## src/rtl/dspDecode_defines.svh

```systemverilog
`ifndef DSPDECODE_DEFINES_SVH
`define DSPDECODE_DEFINES_SVH

// ============================================================
// Widths
// ============================================================
`define DSP_INSTR_W     24
`define DSP_NUM_DREG    16
`define DSP_REG_CODE_W  4
`define DSP_AMF_W       5

// ============================================================
// Opcode prefixes, compared against the top of the IR
// ============================================================
`define OPC_DUAL_READ     3'b101
`define OPC_DM_WRITE_IMM  2'b11
`define OPC_DIRECT_MOVE   3'b011
`define OPC_COMPUTE_DM    3'b100
`define OPC_COMPUTE_PM    4'b0100
`define OPC_LOAD_IMM      4'b0101
`define OPC_COMPUTE_MOVE  4'b0011
`define OPC_COMPUTE       5'b00100
`define OPC_SHIFT_DM      8'b00010001
`define OPC_SHIFT_PM      7'b0001001
`define OPC_SHIFT_IMM     8'b00010000
`define OPC_SHIFT_MOVE    8'b00001111
`define OPC_COND_SHIFT    8'b00001101

// Data register codes
`define REG_AX0  4'd0
`define REG_MX0  4'd2
`define REG_MX1  4'd3
`define REG_AY0  4'd4
`define REG_MY0  4'd6
`define REG_MY1  4'd7
`define REG_AR   4'd10
`define REG_MR0  4'd11
`define REG_MR1  4'd12
`define REG_MR2  4'd13
`define REG_SR0  4'd14
`define REG_SR1  4'd15

`endif

```

## src/rtl/dspDecodePkg.sv

```systemverilog
`include "dspDecode_defines.svh"

package dspDecodePkg;

  typedef logic [`DSP_INSTR_W-1:0]    instrWord;
  typedef logic [`DSP_REG_CODE_W-1:0] regCode;
  typedef logic [`DSP_NUM_DREG-1:0]   regOneHot;   // Indexed by regCode

  typedef struct packed {
    logic dualRead;
    logic dmWriteImm;
    logic directMove;
    logic computeDm;
    logic computePm;
    logic loadImm;
    logic computeMove;
    logic compute;
    logic shiftDm;
    logic shiftPm;
    logic shiftMove;
    logic shiftImm;
    logic condShift;
  } instrClass;

  // One-hot multiplier operand selects
  typedef struct packed {
    logic xMX0;
    logic xMX1;
    logic xAR;
    logic xMR0;
    logic xMR1;
    logic xMR2;
    logic xSR0;
    logic xSR1;
    logic yMY0;
    logic yMY1;
    logic yMF;
    logic yZero;
  } macSrc;

  typedef struct packed {
    logic     aluOp;
    logic     macOp;
    logic     shtOp;
    logic     updAR;
    logic     updAF;
    logic     updMR;
    logic     updMF;
    logic     updSR;
    logic     useCond;
    logic     pRead;
    logic     pWrite;
    logic     dRead;
    logic     dWrite;
    regOneHot mtReg;
    regOneHot mfReg;
  } decodeCtl;

  typedef struct packed {
    logic updAR;
    logic updAF;
    logic updMR;
    logic updMF;
    logic updSR0;
    logic updSR1;
    logic mtValid;
    logic mfValid;
  } execStrobes;

  typedef struct packed {
    logic xByp;
    logic yByp;
    logic rByp;
  } bypassCtl;

endpackage

```

## src/rtl/instrClassDecode.sv

```systemverilog
`include "dspDecode_defines.svh"

module instrClassDecode
  import dspDecodePkg::*;
(
  input  instrWord  ir,
  output instrClass cls
);

  // ============================================================
  // Prefix match, longest prefixes are shift group
  // ============================================================
  always_comb begin
    cls = '0;

    // Memory and move classes
    cls.dualRead    = (ir[23:21] == `OPC_DUAL_READ);
    cls.dmWriteImm  = (ir[23:22] == `OPC_DM_WRITE_IMM);
    cls.directMove  = (ir[23:21] == `OPC_DIRECT_MOVE);
    cls.loadImm     = (ir[23:20] == `OPC_LOAD_IMM);

    // Compute classes
    cls.computeDm   = (ir[23:21] == `OPC_COMPUTE_DM);
    cls.computePm   = (ir[23:20] == `OPC_COMPUTE_PM);
    cls.computeMove = (ir[23:20] == `OPC_COMPUTE_MOVE);
    cls.compute     = (ir[23:19] == `OPC_COMPUTE);     // Conditional ALU/MAC

    // Shifter classes
    cls.shiftDm     = (ir[23:16] == `OPC_SHIFT_DM);
    cls.shiftPm     = (ir[23:17] == `OPC_SHIFT_PM);
    cls.shiftImm    = (ir[23:16] == `OPC_SHIFT_IMM);
    cls.shiftMove   = (ir[23:16] == `OPC_SHIFT_MOVE);
    cls.condShift   = (ir[23:16] == `OPC_COND_SHIFT);
  end

endmodule

```

## src/rtl/regMoveDecode.sv

```systemverilog
`include "dspDecode_defines.svh"

module regMoveDecode
  import dspDecodePkg::*;
(
  input  instrWord  ir,
  input  instrClass cls,
  output regOneHot  mtReg,
  output regOneHot  mfReg,
  output macSrc     mac
);

  logic   mtValid;
  logic   mfValid;
  logic   squ;
  regCode dstCode;
  regCode srcCode;
  regCode xDst;
  regCode yDst;

  // ============================================================
  // Register write and read selects
  // ============================================================
  assign mtValid = (cls.directMove && !ir[20] && (ir[19:18] == 2'b00)) ||
                   cls.loadImm || cls.computeMove || cls.shiftMove ||
                   ((cls.computeDm || cls.computePm) && !ir[19]) ||
                   ((cls.shiftDm || cls.shiftPm) && !ir[15]);

  assign mfValid = (cls.directMove && ir[20]) ||
                   cls.computeMove || cls.shiftMove ||
                   ((cls.computeDm || cls.computePm) && ir[19]) ||
                   ((cls.shiftDm || cls.shiftPm) && ir[15]);

  assign dstCode = (cls.directMove || cls.loadImm) ? ir[3:0] : ir[7:4];
  assign srcCode = (cls.directMove || cls.computeMove || cls.shiftMove) ? ir[3:0] : ir[7:4];

  // Dual read destinations
  assign xDst = `REG_AX0 + {2'b00, ir[19:18]};   // AX0 AX1 MX0 MX1
  assign yDst = `REG_AY0 + {2'b00, ir[21:20]};   // AY0 AY1 MY0 MY1

  always_comb begin
    mtReg = '0;
    if (mtValid) mtReg[dstCode] = 1'b1;
    if (cls.dualRead) begin
      mtReg[xDst] = 1'b1;
      mtReg[yDst] = 1'b1;
    end
  end

  always_comb begin
    mfReg = '0;
    if (mfValid) mfReg[srcCode] = 1'b1;
  end

  // ============================================================
  // Multiplier operand selects
  // ============================================================
  assign squ = cls.compute && ir[4];

  always_comb begin
    mac = '0;
    case (ir[10:8])
      3'd0: mac.xMX0 = 1'b1;
      3'd1: mac.xMX1 = 1'b1;
      3'd2: mac.xAR  = 1'b1;
      3'd3: mac.xMR0 = 1'b1;
      3'd4: mac.xMR1 = 1'b1;
      3'd5: mac.xMR2 = 1'b1;
      3'd6: mac.xSR0 = 1'b1;
      3'd7: mac.xSR1 = 1'b1;
    endcase
    // When squaring y is the same x-set register, so the y set stays clear
    if (!squ) begin
      case (ir[12:11])
        2'd0: mac.yMY0  = 1'b1;
        2'd1: mac.yMY1  = 1'b1;
        2'd2: mac.yMF   = 1'b1;
        2'd3: mac.yZero = 1'b1;
      endcase
    end
  end

endmodule

```

## src/rtl/computeDecode.sv

```systemverilog
`include "dspDecode_defines.svh"

module computeDecode
  import dspDecodePkg::*;
(
  input  instrWord  ir,
  input  instrClass cls,
  input  regOneHot  mtReg,
  input  regOneHot  mfReg,
  output decodeCtl  ctl,
  output logic      macOp
);

  logic [`DSP_AMF_W-1:0] amf;
  logic                  cmpCls;
  logic                  toMain;    // AR/MR rather than AF/MF
  logic                  aluOp;

  assign amf    = ir[17:13];
  assign cmpCls = cls.dualRead || cls.computeDm || cls.computePm ||
                  cls.computeMove || cls.compute;
  assign toMain = !ir[18] || cls.dualRead;

  assign aluOp  = cmpCls && amf[4];
  assign macOp  = cmpCls && !amf[4] && (|amf[3:0]);   // AMF 0 is a NOP

  // ============================================================
  // Control word
  // ============================================================
  always_comb begin
    ctl = '0;

    ctl.aluOp   = aluOp;
    ctl.macOp   = macOp;
    ctl.shtOp   = cls.shiftDm || cls.shiftPm || cls.shiftMove ||
                  cls.shiftImm || cls.condShift;
    ctl.updAR   = aluOp && toMain;
    ctl.updAF   = aluOp && !toMain;
    ctl.updMR   = macOp && toMain;
    ctl.updMF   = macOp && !toMain;
    ctl.updSR   = ctl.shtOp && (ir[14:13] != 2'b11);   // SF 11xx leaves SR alone
    ctl.useCond = cls.compute || cls.condShift;

    // Memory commands
    ctl.pRead   = cls.dualRead ||
                  (cls.computePm && !ir[19]) ||
                  (cls.shiftPm && !ir[15]);
    ctl.pWrite  = (cls.computePm && ir[19]) ||
                  (cls.shiftPm && ir[15]);
    ctl.dRead   = cls.dualRead ||
                  (cls.directMove && !ir[20]) ||
                  (cls.computeDm && !ir[19]) ||
                  (cls.shiftDm && !ir[15]);
    ctl.dWrite  = cls.dmWriteImm ||
                  (cls.directMove && ir[20]) ||
                  (cls.computeDm && ir[19]) ||
                  (cls.shiftDm && ir[15]);

    ctl.mtReg   = mtReg;
    ctl.mfReg   = mfReg;
  end

endmodule

```

## src/rtl/execStage.sv

```systemverilog
`include "dspDecode_defines.svh"

module execStage
  import dspDecodePkg::*;
(
  input  logic       DSPCLK,
  input  logic       PPclr,
  input  instrWord   cmRd,
  input  logic       goD,
  input  logic       goE,
  input  logic       goC,
  input  logic       prdErr,
  input  logic       cTrue,
  input  decodeCtl   ctl,
  output instrWord   ir,
  output decodeCtl   ctlE,
  output logic       exEn,
  output logic       exEnc,
  output execStrobes strobes
);

  logic     prdErrC;
  logic     dummyE;

  // ============================================================
  // Instruction pipeline
  // ============================================================
  always_ff @(posedge DSPCLK or posedge PPclr) begin
    if (PPclr) begin
      ir <= '0;
    end else if (goD) begin
      ir <= cmRd;
    end
  end

  // E stage picks up the old decode when goD and goE coincide
  always_ff @(posedge DSPCLK or posedge PPclr) begin
    if (PPclr) begin
      ctlE <= '0;
    end else if (goE) begin
      ctlE <= ctl;
    end
  end

  // ============================================================
  // Dummy slots after a program read error
  // ============================================================
  always_ff @(posedge DSPCLK or posedge PPclr) begin
    if (PPclr) begin
      prdErrC <= 1'b0;
    end else if (goC) begin
      prdErrC <= prdErr;
    end
  end

  always_ff @(posedge DSPCLK or posedge PPclr) begin
    if (PPclr) begin
      dummyE <= 1'b0;
    end else if (goE) begin
      dummyE <= prdErr || prdErrC;     // Covers up to two slots
    end
  end

  // ============================================================
  // Execute enables and gated strobes
  // ============================================================
  assign exEn  = !dummyE;
  assign exEnc = exEn && (!ctlE.useCond || cTrue);

  always_comb begin
    strobes = '0;
    strobes.updMR   = ctlE.updMR && exEnc;
    strobes.updMF   = ctlE.updMF && exEnc;
    strobes.updAF   = ctlE.updAF && exEnc;
    strobes.updAR   = (ctlE.updAR && exEnc) || (ctlE.mtReg[`REG_AR] && exEn);
    strobes.updSR0  = (ctlE.updSR && exEnc) || (ctlE.mtReg[`REG_SR0] && exEn);
    strobes.updSR1  = (ctlE.updSR && exEnc) || (ctlE.mtReg[`REG_SR1] && exEn);
    strobes.mtValid = (|ctlE.mtReg) && exEn;   // Moves ignore the condition
    strobes.mfValid = (|ctlE.mfReg) && exEn;
  end

endmodule

```

## src/rtl/macHazard.sv

```systemverilog
`include "dspDecode_defines.svh"

module macHazard
  import dspDecodePkg::*;
(
  input  logic     DSPCLK,
  input  logic     PPclr,
  input  logic     goE,
  input  logic     macOp,
  input  macSrc    mac,
  input  decodeCtl ctlE,
  input  logic     exEn,
  input  logic     exEnc,
  output bypassCtl byp,
  output logic     macDep
);

  logic savMR0;
  logic savMR1;
  logic savMR2;
  logic updARg;
  logic updSR0g;
  logic updSR1g;
  logic updMRg;
  logic updMFg;
  logic xIsMR;
  logic depR;

  // ============================================================
  // E stage writers
  // ============================================================
  assign savMR0  = ctlE.mtReg[`REG_MR0] && exEn;
  assign savMR1  = ctlE.mtReg[`REG_MR1] && exEn;
  assign savMR2  = (ctlE.mtReg[`REG_MR1] || ctlE.mtReg[`REG_MR2]) && exEn;   // MR1 sign-extends
  assign updARg  = (ctlE.updAR && exEnc) || (ctlE.mtReg[`REG_AR] && exEn);
  assign updSR0g = (ctlE.updSR && exEnc) || (ctlE.mtReg[`REG_SR0] && exEn);
  assign updSR1g = (ctlE.updSR && exEnc) || (ctlE.mtReg[`REG_SR1] && exEn);
  assign updMRg  = ctlE.updMR && exEnc;
  assign updMFg  = ctlE.updMF && exEnc;

  // Squared y mirrors x, so the x set covers both operands
  assign xIsMR = mac.xMR0 || mac.xMR1 || mac.xMR2;

  // ============================================================
  // Bypass selects
  // ============================================================
  always_comb begin
    byp = '0;
    byp.xByp = macOp && ((ctlE.mtReg[`REG_MX0] && exEn && mac.xMX0) ||
                         (ctlE.mtReg[`REG_MX1] && exEn && mac.xMX1));
    byp.yByp = macOp && ((ctlE.mtReg[`REG_MY0] && exEn && mac.yMY0) ||
                         (ctlE.mtReg[`REG_MY1] && exEn && mac.yMY1));
    byp.rByp = (savMR0 && mac.xMR0) || (savMR1 && mac.xMR1) ||
               (savMR2 && mac.xMR2) || (updARg && mac.xAR) ||
               (updSR0g && mac.xSR0) || (updSR1g && mac.xSR1);
  end

  // MAC result still in flight for the next operand read
  assign depR = macOp && ((updMFg && mac.yMF) || (updMRg && xIsMR));

  always_ff @(posedge DSPCLK or posedge PPclr) begin
    if (PPclr) begin
      macDep <= 1'b0;
    end else if (goE) begin
      macDep <= depR;
    end
  end

endmodule

```

## src/rtl/dspDecodeTop.sv

```systemverilog
module dspDecodeTop
  import dspDecodePkg::*;
(
  input  logic       DSPCLK,
  input  logic       PPclr,
  input  instrWord   cmRd,
  input  logic       goD,
  input  logic       goE,
  input  logic       goC,
  input  logic       prdErr,
  input  logic       cTrue,
  output instrWord   ir,
  output decodeCtl   ctlE,
  output logic       exEn,
  output logic       exEnc,
  output execStrobes strobes,
  output bypassCtl   byp,
  output logic       macDep
);

  instrClass cls;
  regOneHot  mtReg;
  regOneHot  mfReg;
  macSrc     mac;
  decodeCtl  ctl;        // R stage decode
  logic      macOp;

  // ============================================================
  // R stage decode
  // ============================================================
  instrClassDecode uClass (
    .ir  (ir),
    .cls (cls)
  );

  regMoveDecode uMove (
    .ir    (ir),
    .cls   (cls),
    .mtReg (mtReg),
    .mfReg (mfReg),
    .mac   (mac)
  );

  computeDecode uCompute (
    .ir    (ir),
    .cls   (cls),
    .mtReg (mtReg),
    .mfReg (mfReg),
    .ctl   (ctl),
    .macOp (macOp)
  );

  // ============================================================
  // Pipeline registers and hazards
  // ============================================================
  execStage uExec (
    .DSPCLK  (DSPCLK),
    .PPclr   (PPclr),
    .cmRd    (cmRd),
    .goD     (goD),
    .goE     (goE),
    .goC     (goC),
    .prdErr  (prdErr),
    .cTrue   (cTrue),
    .ctl     (ctl),
    .ir      (ir),
    .ctlE    (ctlE),
    .exEn    (exEn),
    .exEnc   (exEnc),
    .strobes (strobes)
  );

  macHazard uHazard (
    .DSPCLK (DSPCLK),
    .PPclr  (PPclr),
    .goE    (goE),
    .macOp  (macOp),
    .mac    (mac),
    .ctlE   (ctlE),
    .exEn   (exEn),
    .exEnc  (exEnc),
    .byp    (byp),
    .macDep (macDep)
  );

endmodule

```

## config.mk

```make
export PLATFORM = sky130hd
export DESIGN_NAME = dspDecodeTop
export DESIGN_NICKNAME = d
export VERILOG_FILES = /design/src/rtl/dspDecodePkg.sv /design/src/rtl/instrClassDecode.sv /design/src/rtl/regMoveDecode.sv /design/src/rtl/computeDecode.sv /design/src/rtl/execStage.sv /design/src/rtl/macHazard.sv /design/src/rtl/dspDecodeTop.sv
export VERILOG_INCLUDE_DIRS = /design/src /design/src/rtl
export SDC_FILE = /design/constraint.sdc
export NUM_CORES = 1
export LEC_CHECK = 0
export ABC_AREA = 0
export BUFFER_PORTS_ARGS = -buffer_cell sky130_fd_sc_hd__buf_2
export CORE_MARGIN = 2
export CORE_UTILIZATION = 45
export CTS_CLUSTER_SIZE = 30
export DETAILED_ROUTE_END_ITERATION = 7
export PLACE_DENSITY = 0.82
export SLEW_MARGIN = 20
export SYNTH_ARGS = -nofsm -noshare
export SYNTH_HDL_FRONTEND = slang
export SYNTH_SLANG_ARGS = --single-unit
```

## constraint.sdc

```tcl
create_clock -name DSPCLK -period 2.4 [get_ports DSPCLK]
set_input_delay 0.12 -clock DSPCLK [delete_from_list [all_inputs] [get_ports DSPCLK]]
set_output_delay 0.12 -clock DSPCLK [all_outputs]
set_load 0.1 [all_outputs]
```

Word level (Yosys, flattened, before mapping)
Index checks and enable logic that the tools add are counted.
Widths: inputs -> output; s select.
- register bits: 72
- word-level logic and storage cells: 203
- multiplexer cells: 26
- order comparisons: 8
- bitwise logic cells: 2
- reduce and logical (&&, ||, !) cells: 123
- eq/ne operators: 24
- add/sub/neg operators: 1
- operators with widths (cell ; number):
    $logic_and 1x1->1 ; 61
    $logic_or 1x1->1 ; 48
    $mux 16 ; 3
    $reduce_or 16->1 ; 2
    $eq 3x3->1 const B ; 6
    $eq 8x4->1 const B ; 2
    $eq 8x5->1 const B ; 2
    $mux 1 ; 16
    $or 16x16->16 ; 1
    $or 16x4->16 ; 1
    $lt 4x5->1 const B ; 3
    $demux 1 s4 ; 3
    $ge 4x1->1 const B ; 3
    $mux 4 ; 3
    $eq 3x2->1 const B ; 3
    $eq 4x3->1 const B ; 2
    $logic_not 1->1 ; 8
    $eq 7x4->1 const B ; 1
    $eq 2x2->1 const B ; 3
    $eq 5x3->1 const B ; 1
    $lt 2x5->1 const B ; 1
    $add 3x2->4 const A ; 1
    $eq 4x2->1 const B ; 1
    $logic_not 2->1 ; 2
    other kinds (7) ; 7

Depth between registers and ports, before layout
- depth in word-level cells: 12
- depth in mapped cells: 7
- gate-level depth less buffers: 5

Modules after synthesis
From an unflattened synthesis, not the netlist that was laid out.
- cell total of the unflattened synthesis: 380
- area total of the unflattened synthesis: 4322.9 µm²
- by module, submodules not included (module ; cells each ; area each (µm²) ; sequential area each (µm²) ; instances):
    execStage ; 172 ; 2896.5 ; 1776.7 ; 1
    regMoveDecode ; 103 ; 718.2 ; 0.0 ; 1
    computeDecode ; 63 ; 419.2 ; 0.0 ; 1
    macHazard ; 21 ; 148.9 ; 25.0 ; 1
    instrClassDecode ; 21 ; 140.1 ; 0.0 ; 1

Least setup slack after synthesis
Ideal clock, no wire load.
- path type: flip-flop to output port
- from: reg uExec.ir[20]
- to: out byp[1] (netlist name)
- arrival: 3.986 ns
- path buffers: 1
- stages on the path, launching flop included: 7
- slack: -1.706 ns
- cells stage by stage: dfrtp_1 clkbuf_1 nand2b_1 a21oi_1 o21ai_0 nand3_1 nor3_1
- RTL lines (what ; line ; text):
    start, declared ; execStage.sv:15 ; output instrWord ir,
    start signal, assigned ; execStage.sv:32 ; ir <= cmRd;
    end, declared ; dspDecodeTop.sv:17 ; output bypassCtl byp,

==> impl_summary.txt <==
----------------------------------------------------
[Setup path]
  Critical path endpoint ... byp[1]
  Element type at the critical path start ... flip-flop
  Number of cells on the worst reg-to-reg path ... 6
  Worst-path maximum fanout ... 16
  Critical path launch point ... uExec.ir[21]
  Worst Path Required ... 2280 ps
  Startpoint of the worst-slack reg-to-reg timing path ... uExec.ir[22]
  Data arrival time at the worst-slack endpoint ... around 2100 ps
  Category of the most critical setup path ... reg2out
  Worst-case register-to-register setup slack ... around 210 ps
  Crit end category ... primary output
  Endpoint of the lowest-slack register-to-register path ... uExec.ctlE[11]

[Synth]
  Synth warn ... 0
  Share of async-settable or async-resettable flops after synthesis ... 100%
  Number of synthesized flops with an enable pin ... 0
  Part of the Yosys area used for sequential elements ... between 40% and 50%
  Post-Synthesis Net Count ... about 400
  Predominant post-synthesis flop cell ... sky130_fd_sc_hd__dfrtp_1
  Most common cell in the netlist ... sky130_fd_sc_hd__dfrtp_1
  Number of distinct library cells after synthesis ... 50
  Mapped Cells ... roughly 370
  Top cells by instance count after synthesis ... sky130_fd_sc_hd__dfrtp_1, sky130_fd_sc_hd__nand2_1, sky130_fd_sc_hd__o2bb2ai_1, sky130_fd_sc_hd__mux2_2, sky130_fd_sc_hd__o21ai_0
  Mean instance size in the synthesized netlist ... around 10 um2
  Cell types occupying the most area after synthesis ... sky130_fd_sc_hd__dfrtp_1, sky130_fd_sc_hd__o2bb2ai_1, sky130_fd_sc_hd__mux2_2
  Post-synthesis cell area ... between 3000 and 4000 um2
  Top cell type by total area after synthesis ... sky130_fd_sc_hd__dfrtp_1
  Number of synthesized register bits ... between 70 and 80
  Area share of the largest cell type after synthesis ... between 40 and 50%

[Floorplan]
  Vertical die dimension ... 95.2 um
  Area of the core ... about 8100 um2
  Die area ... about 9000 um2
  Number of rows in the core area ... 33
  Effective utilization at floorplan ... between 40% and 50%
  Top-Level Pins ... ~110
  Floorplan die width ... 95.2 um

[Timing]
  Number of pins exceeding their max-slew limit in the final report ... 0
  Final worst path period share ... a little over nine tenths
  Minimum clock period after layout ... between 2000 and 2500 ps
  Post-route setup TNS ... 0 ps
  Maximum clock skew at final layout ... around 6 ps
  Final setup violating endpoints ... 0
  Slew Limit Headroom ... 55.4%
  Worst hold slack after final layout ... between 5 and 6 ps
  RSZ-0062 raised after global routing ... no
  Slew @ Worst Pin ... between 600 and 700 ps
  Endpoints failing hold ... 0
  Top achievable clock speed ... about 440 MHz

[Final layout]
  Filler cell count ... approximately 700
  Area of all sequential standard cells ... about 1800 um2
  Final design area excluding fillers ... approximately 4900 um2
  Fraction of final layout cells sized beyond drive strength 1 ... about 38%
  Synthesis-to-layout area growth ... 31.8%
  Number of antenna repair diodes ... 0
  Area of the multi-input gates ... approximately 1900 um2
  Number of nets in the finished design ... approximately 520

[Clocking]
  Clk buf depth ... 2
  Root buf cell ... sky130_fd_sc_hd__clkbuf_8
  TritonCTS Buffers ... 9
  Clock Latency Late Sink ... 350 ps
  Number of H-tree levels ... 3
  TritonCTS clock tree ... yes
  Clock slew at the register clock pins of the worst setup and hold paths ... roughly 80 ps
  TritonCTS Sinks ... 72

[Pwr]
  Leakage Power ... around 0.0023 uW
  Final Power ... 3970 uW
  Power per standard cell area ... between 800 and 900 nW/um2
  Peak supply drop ... roughly 0.49 mV

[GRT]
  Total routing usage reported by global routing ... between 20 and 25%
  Number of global-route vias before repair ... 3267
  Initial antenna violation count ... 0
  Overall overflow remaining after global route ... 0
  Maximum number of pins on one net before global-route repair ... 45
  First-pass GRT wire length ... approximately 17000 um

[Placement]
  Last weighted congestion value of the routability-driven placer ... between 0.9 and 1
  Detailed placement HPWL ... around 7500 um
  Port Buffers ... between 100 and 150
  Placed Instance Area ... 4450 um2

[Drt]
  Detail-routed via count per cell ... 5.74
  1st-iter DRT viols ... around 250
  Average wire per standard cell ... about 17 um
  Router iterations before antenna repair ... 5
  Antenna-violating nets left ... 0
  DRC errors left ... 0
  Wire length after detailed routing ... 10400 um
  Via count ... 3452

[Min path]
  Type of the tightest min-delay check ... in2reg

[Status]
  Run status ... finished clean

[Job]
  Number of max-cap violations ... 0

----------------------------------------------------
## layer usage
| metal | share of wire (%) | vias up | wire [um] | global-route usage [%] |
|---|---|---|---|---|
| met3 | 6.3 | 11 | 660 | 5.85 |
| met2 | 47 | 124 | 4930 | 38.0 |
| li1 | - | 1615 | - | - |
| met1 | 45 | 1702 | 4690 | 33.4 |
| met4 | 1.1 | 0 | 110 | 6.40 |
| met5 | 0 | - | 0 | 0 |
## worst min-delay path by stage
stage              from        endpoint  slack (ps)  cells after the start
2_1_floorplan  cmRd[20]    uExec.ir[20]         240                      2
3_3_place_gp      PPclr  uExec.ctlE[34]          30                      2
3_5_place_dp      PPclr  uExec.ctlE[33]          40                      2
4_1_cts         cmRd[3]     uExec.ir[3]         0.4                      2
5_1_grt         cmRd[2]     uExec.ir[2]           1                      2
6_report       cmRd[21]    uExec.ir[21]           5                      2
## repair_timing
item	in CTS	in global routing
cloned	0	0
endpoints found under the setup margin	2	5
hold endpoints to repair	26	0
pin swaps	0	1
gates resized for setup	2	6
hold buffers	19	0
buffers inserted	0	1
## cell families (layout without fill, tap and decap cells)
| group | count (synthesis) | count (layout) | share of synthesized area, % |
|---|---|---|---|
| simple gates | 122 | 122 | 17.0 |
| compound gates | 96 | 96 | 19.0 |
| flops | 72 | 72 | 48.1 |
| mux | 40 | 40 | 11.6 |
| buf+inv | 36 | 166 | 4.31 |
## power by group
part           leakage, uW  switching, uW  internal, uW
Sequential        0.000918            127          1300
Clock             0.000124            465           719
Combinational      0.00126           1070           290
## state kept, by name, summed over array words and instances, names as in the netlist
signal and count:
uExec.ctlE 45, uExec.ir 24, uExec.dummyE 1, uExec.prdErrC 1, uHazard.macDep 1
## layout make-up
cell class,instances,share of cell area [%]
multi-input cells,258,37.8
flip-flops and latches,72,36.7
repair buffers,140,17.0
clock buffers,11,2.86
well taps,105,2.66
clock inverters,5,2.10
inverters,10,0.837
## metrics by stage
stage,std cells,worst slack [ps],utilization (%)
final,601,141,60.7
after global routing,601,20.9,60.7
after CTS,600,40.8,60.1
after detailed placement,565,169,54.7
after global placement,565,272,54.7
after floorplan,366,-103,-
## critical path, stage by stage, from the launching register on
cell and delay (ps):
sky130_fd_sc_hd__dfrtp_2 440, sky130_fd_sc_hd__buf_4 200, sky130_fd_sc_hd__nor2_1 180, sky130_fd_sc_hd__nand2_1 130
sky130_fd_sc_hd__o21ai_1 210, sky130_fd_sc_hd__nand3_4 200, sky130_fd_sc_hd__nor3_4 170, sky130_fd_sc_hd__buf_6 250
## placed cells by master (no fill, tap or decap), types with 2 or more instances in the layout
| cell | synthesis | layout |
|---|---|---|
| sky130_fd_sc_hd__buf_2 | 0 | 111 |
| sky130_fd_sc_hd__dfrtp_1 | 72 | 64 |
| sky130_fd_sc_hd__nand2_1 | 35 | 35 |
| sky130_fd_sc_hd__o2bb2ai_1 | 30 | 30 |
| sky130_fd_sc_hd__mux2_2 | 23 | 23 |
| sky130_fd_sc_hd__o21ai_0 | 22 | 21 |
| sky130_fd_sc_hd__nor2_1 | 20 | 20 |
| sky130_fd_sc_hd__dlygate4sd3_1 | 0 | 19 |
| sky130_fd_sc_hd__mux2i_1 | 16 | 16 |
| sky130_fd_sc_hd__nand2b_1 | 13 | 13 |
| sky130_fd_sc_hd__nand3_1 | 13 | 12 |
| sky130_fd_sc_hd__a21oi_1 | 12 | 12 |
| sky130_fd_sc_hd__clkbuf_8 | 0 | 10 |
| sky130_fd_sc_hd__o31ai_1 | 9 | 9 |
| sky130_fd_sc_hd__inv_1 | 10 | 8 |
| sky130_fd_sc_hd__nor4_1 | 9 | 8 |
| sky130_fd_sc_hd__dfrtp_2 | 0 | 8 |
| sky130_fd_sc_hd__buf_4 | 5 | 7 |
| sky130_fd_sc_hd__and3_1 | 4 | 4 |
| sky130_fd_sc_hd__a31oi_1 | 4 | 4 |
| sky130_fd_sc_hd__or3_1 | 3 | 3 |
| sky130_fd_sc_hd__bufinv_16 | 0 | 3 |
| sky130_fd_sc_hd__nand3b_1 | 2 | 2 |
| sky130_fd_sc_hd__or2_2 | 2 | 2 |
| sky130_fd_sc_hd__and2_1 | 3 | 2 |
| sky130_fd_sc_hd__nor4b_1 | 3 | 2 |
| sky130_fd_sc_hd__nor2b_1 | 3 | 2 |
| sky130_fd_sc_hd__a41oi_2 | 0 | 2 |
| sky130_fd_sc_hd__nor3_4 | 0 | 2 |
| sky130_fd_sc_hd__nor3_1 | 4 | 2 |
| sky130_fd_sc_hd__a22o_1 | 2 | 2 |
| sky130_fd_sc_hd__nand4_1 | 2 | 2 |
| sky130_fd_sc_hd__buf_6 | 1 | 2 |
Power figures use the tool's default switching activity.
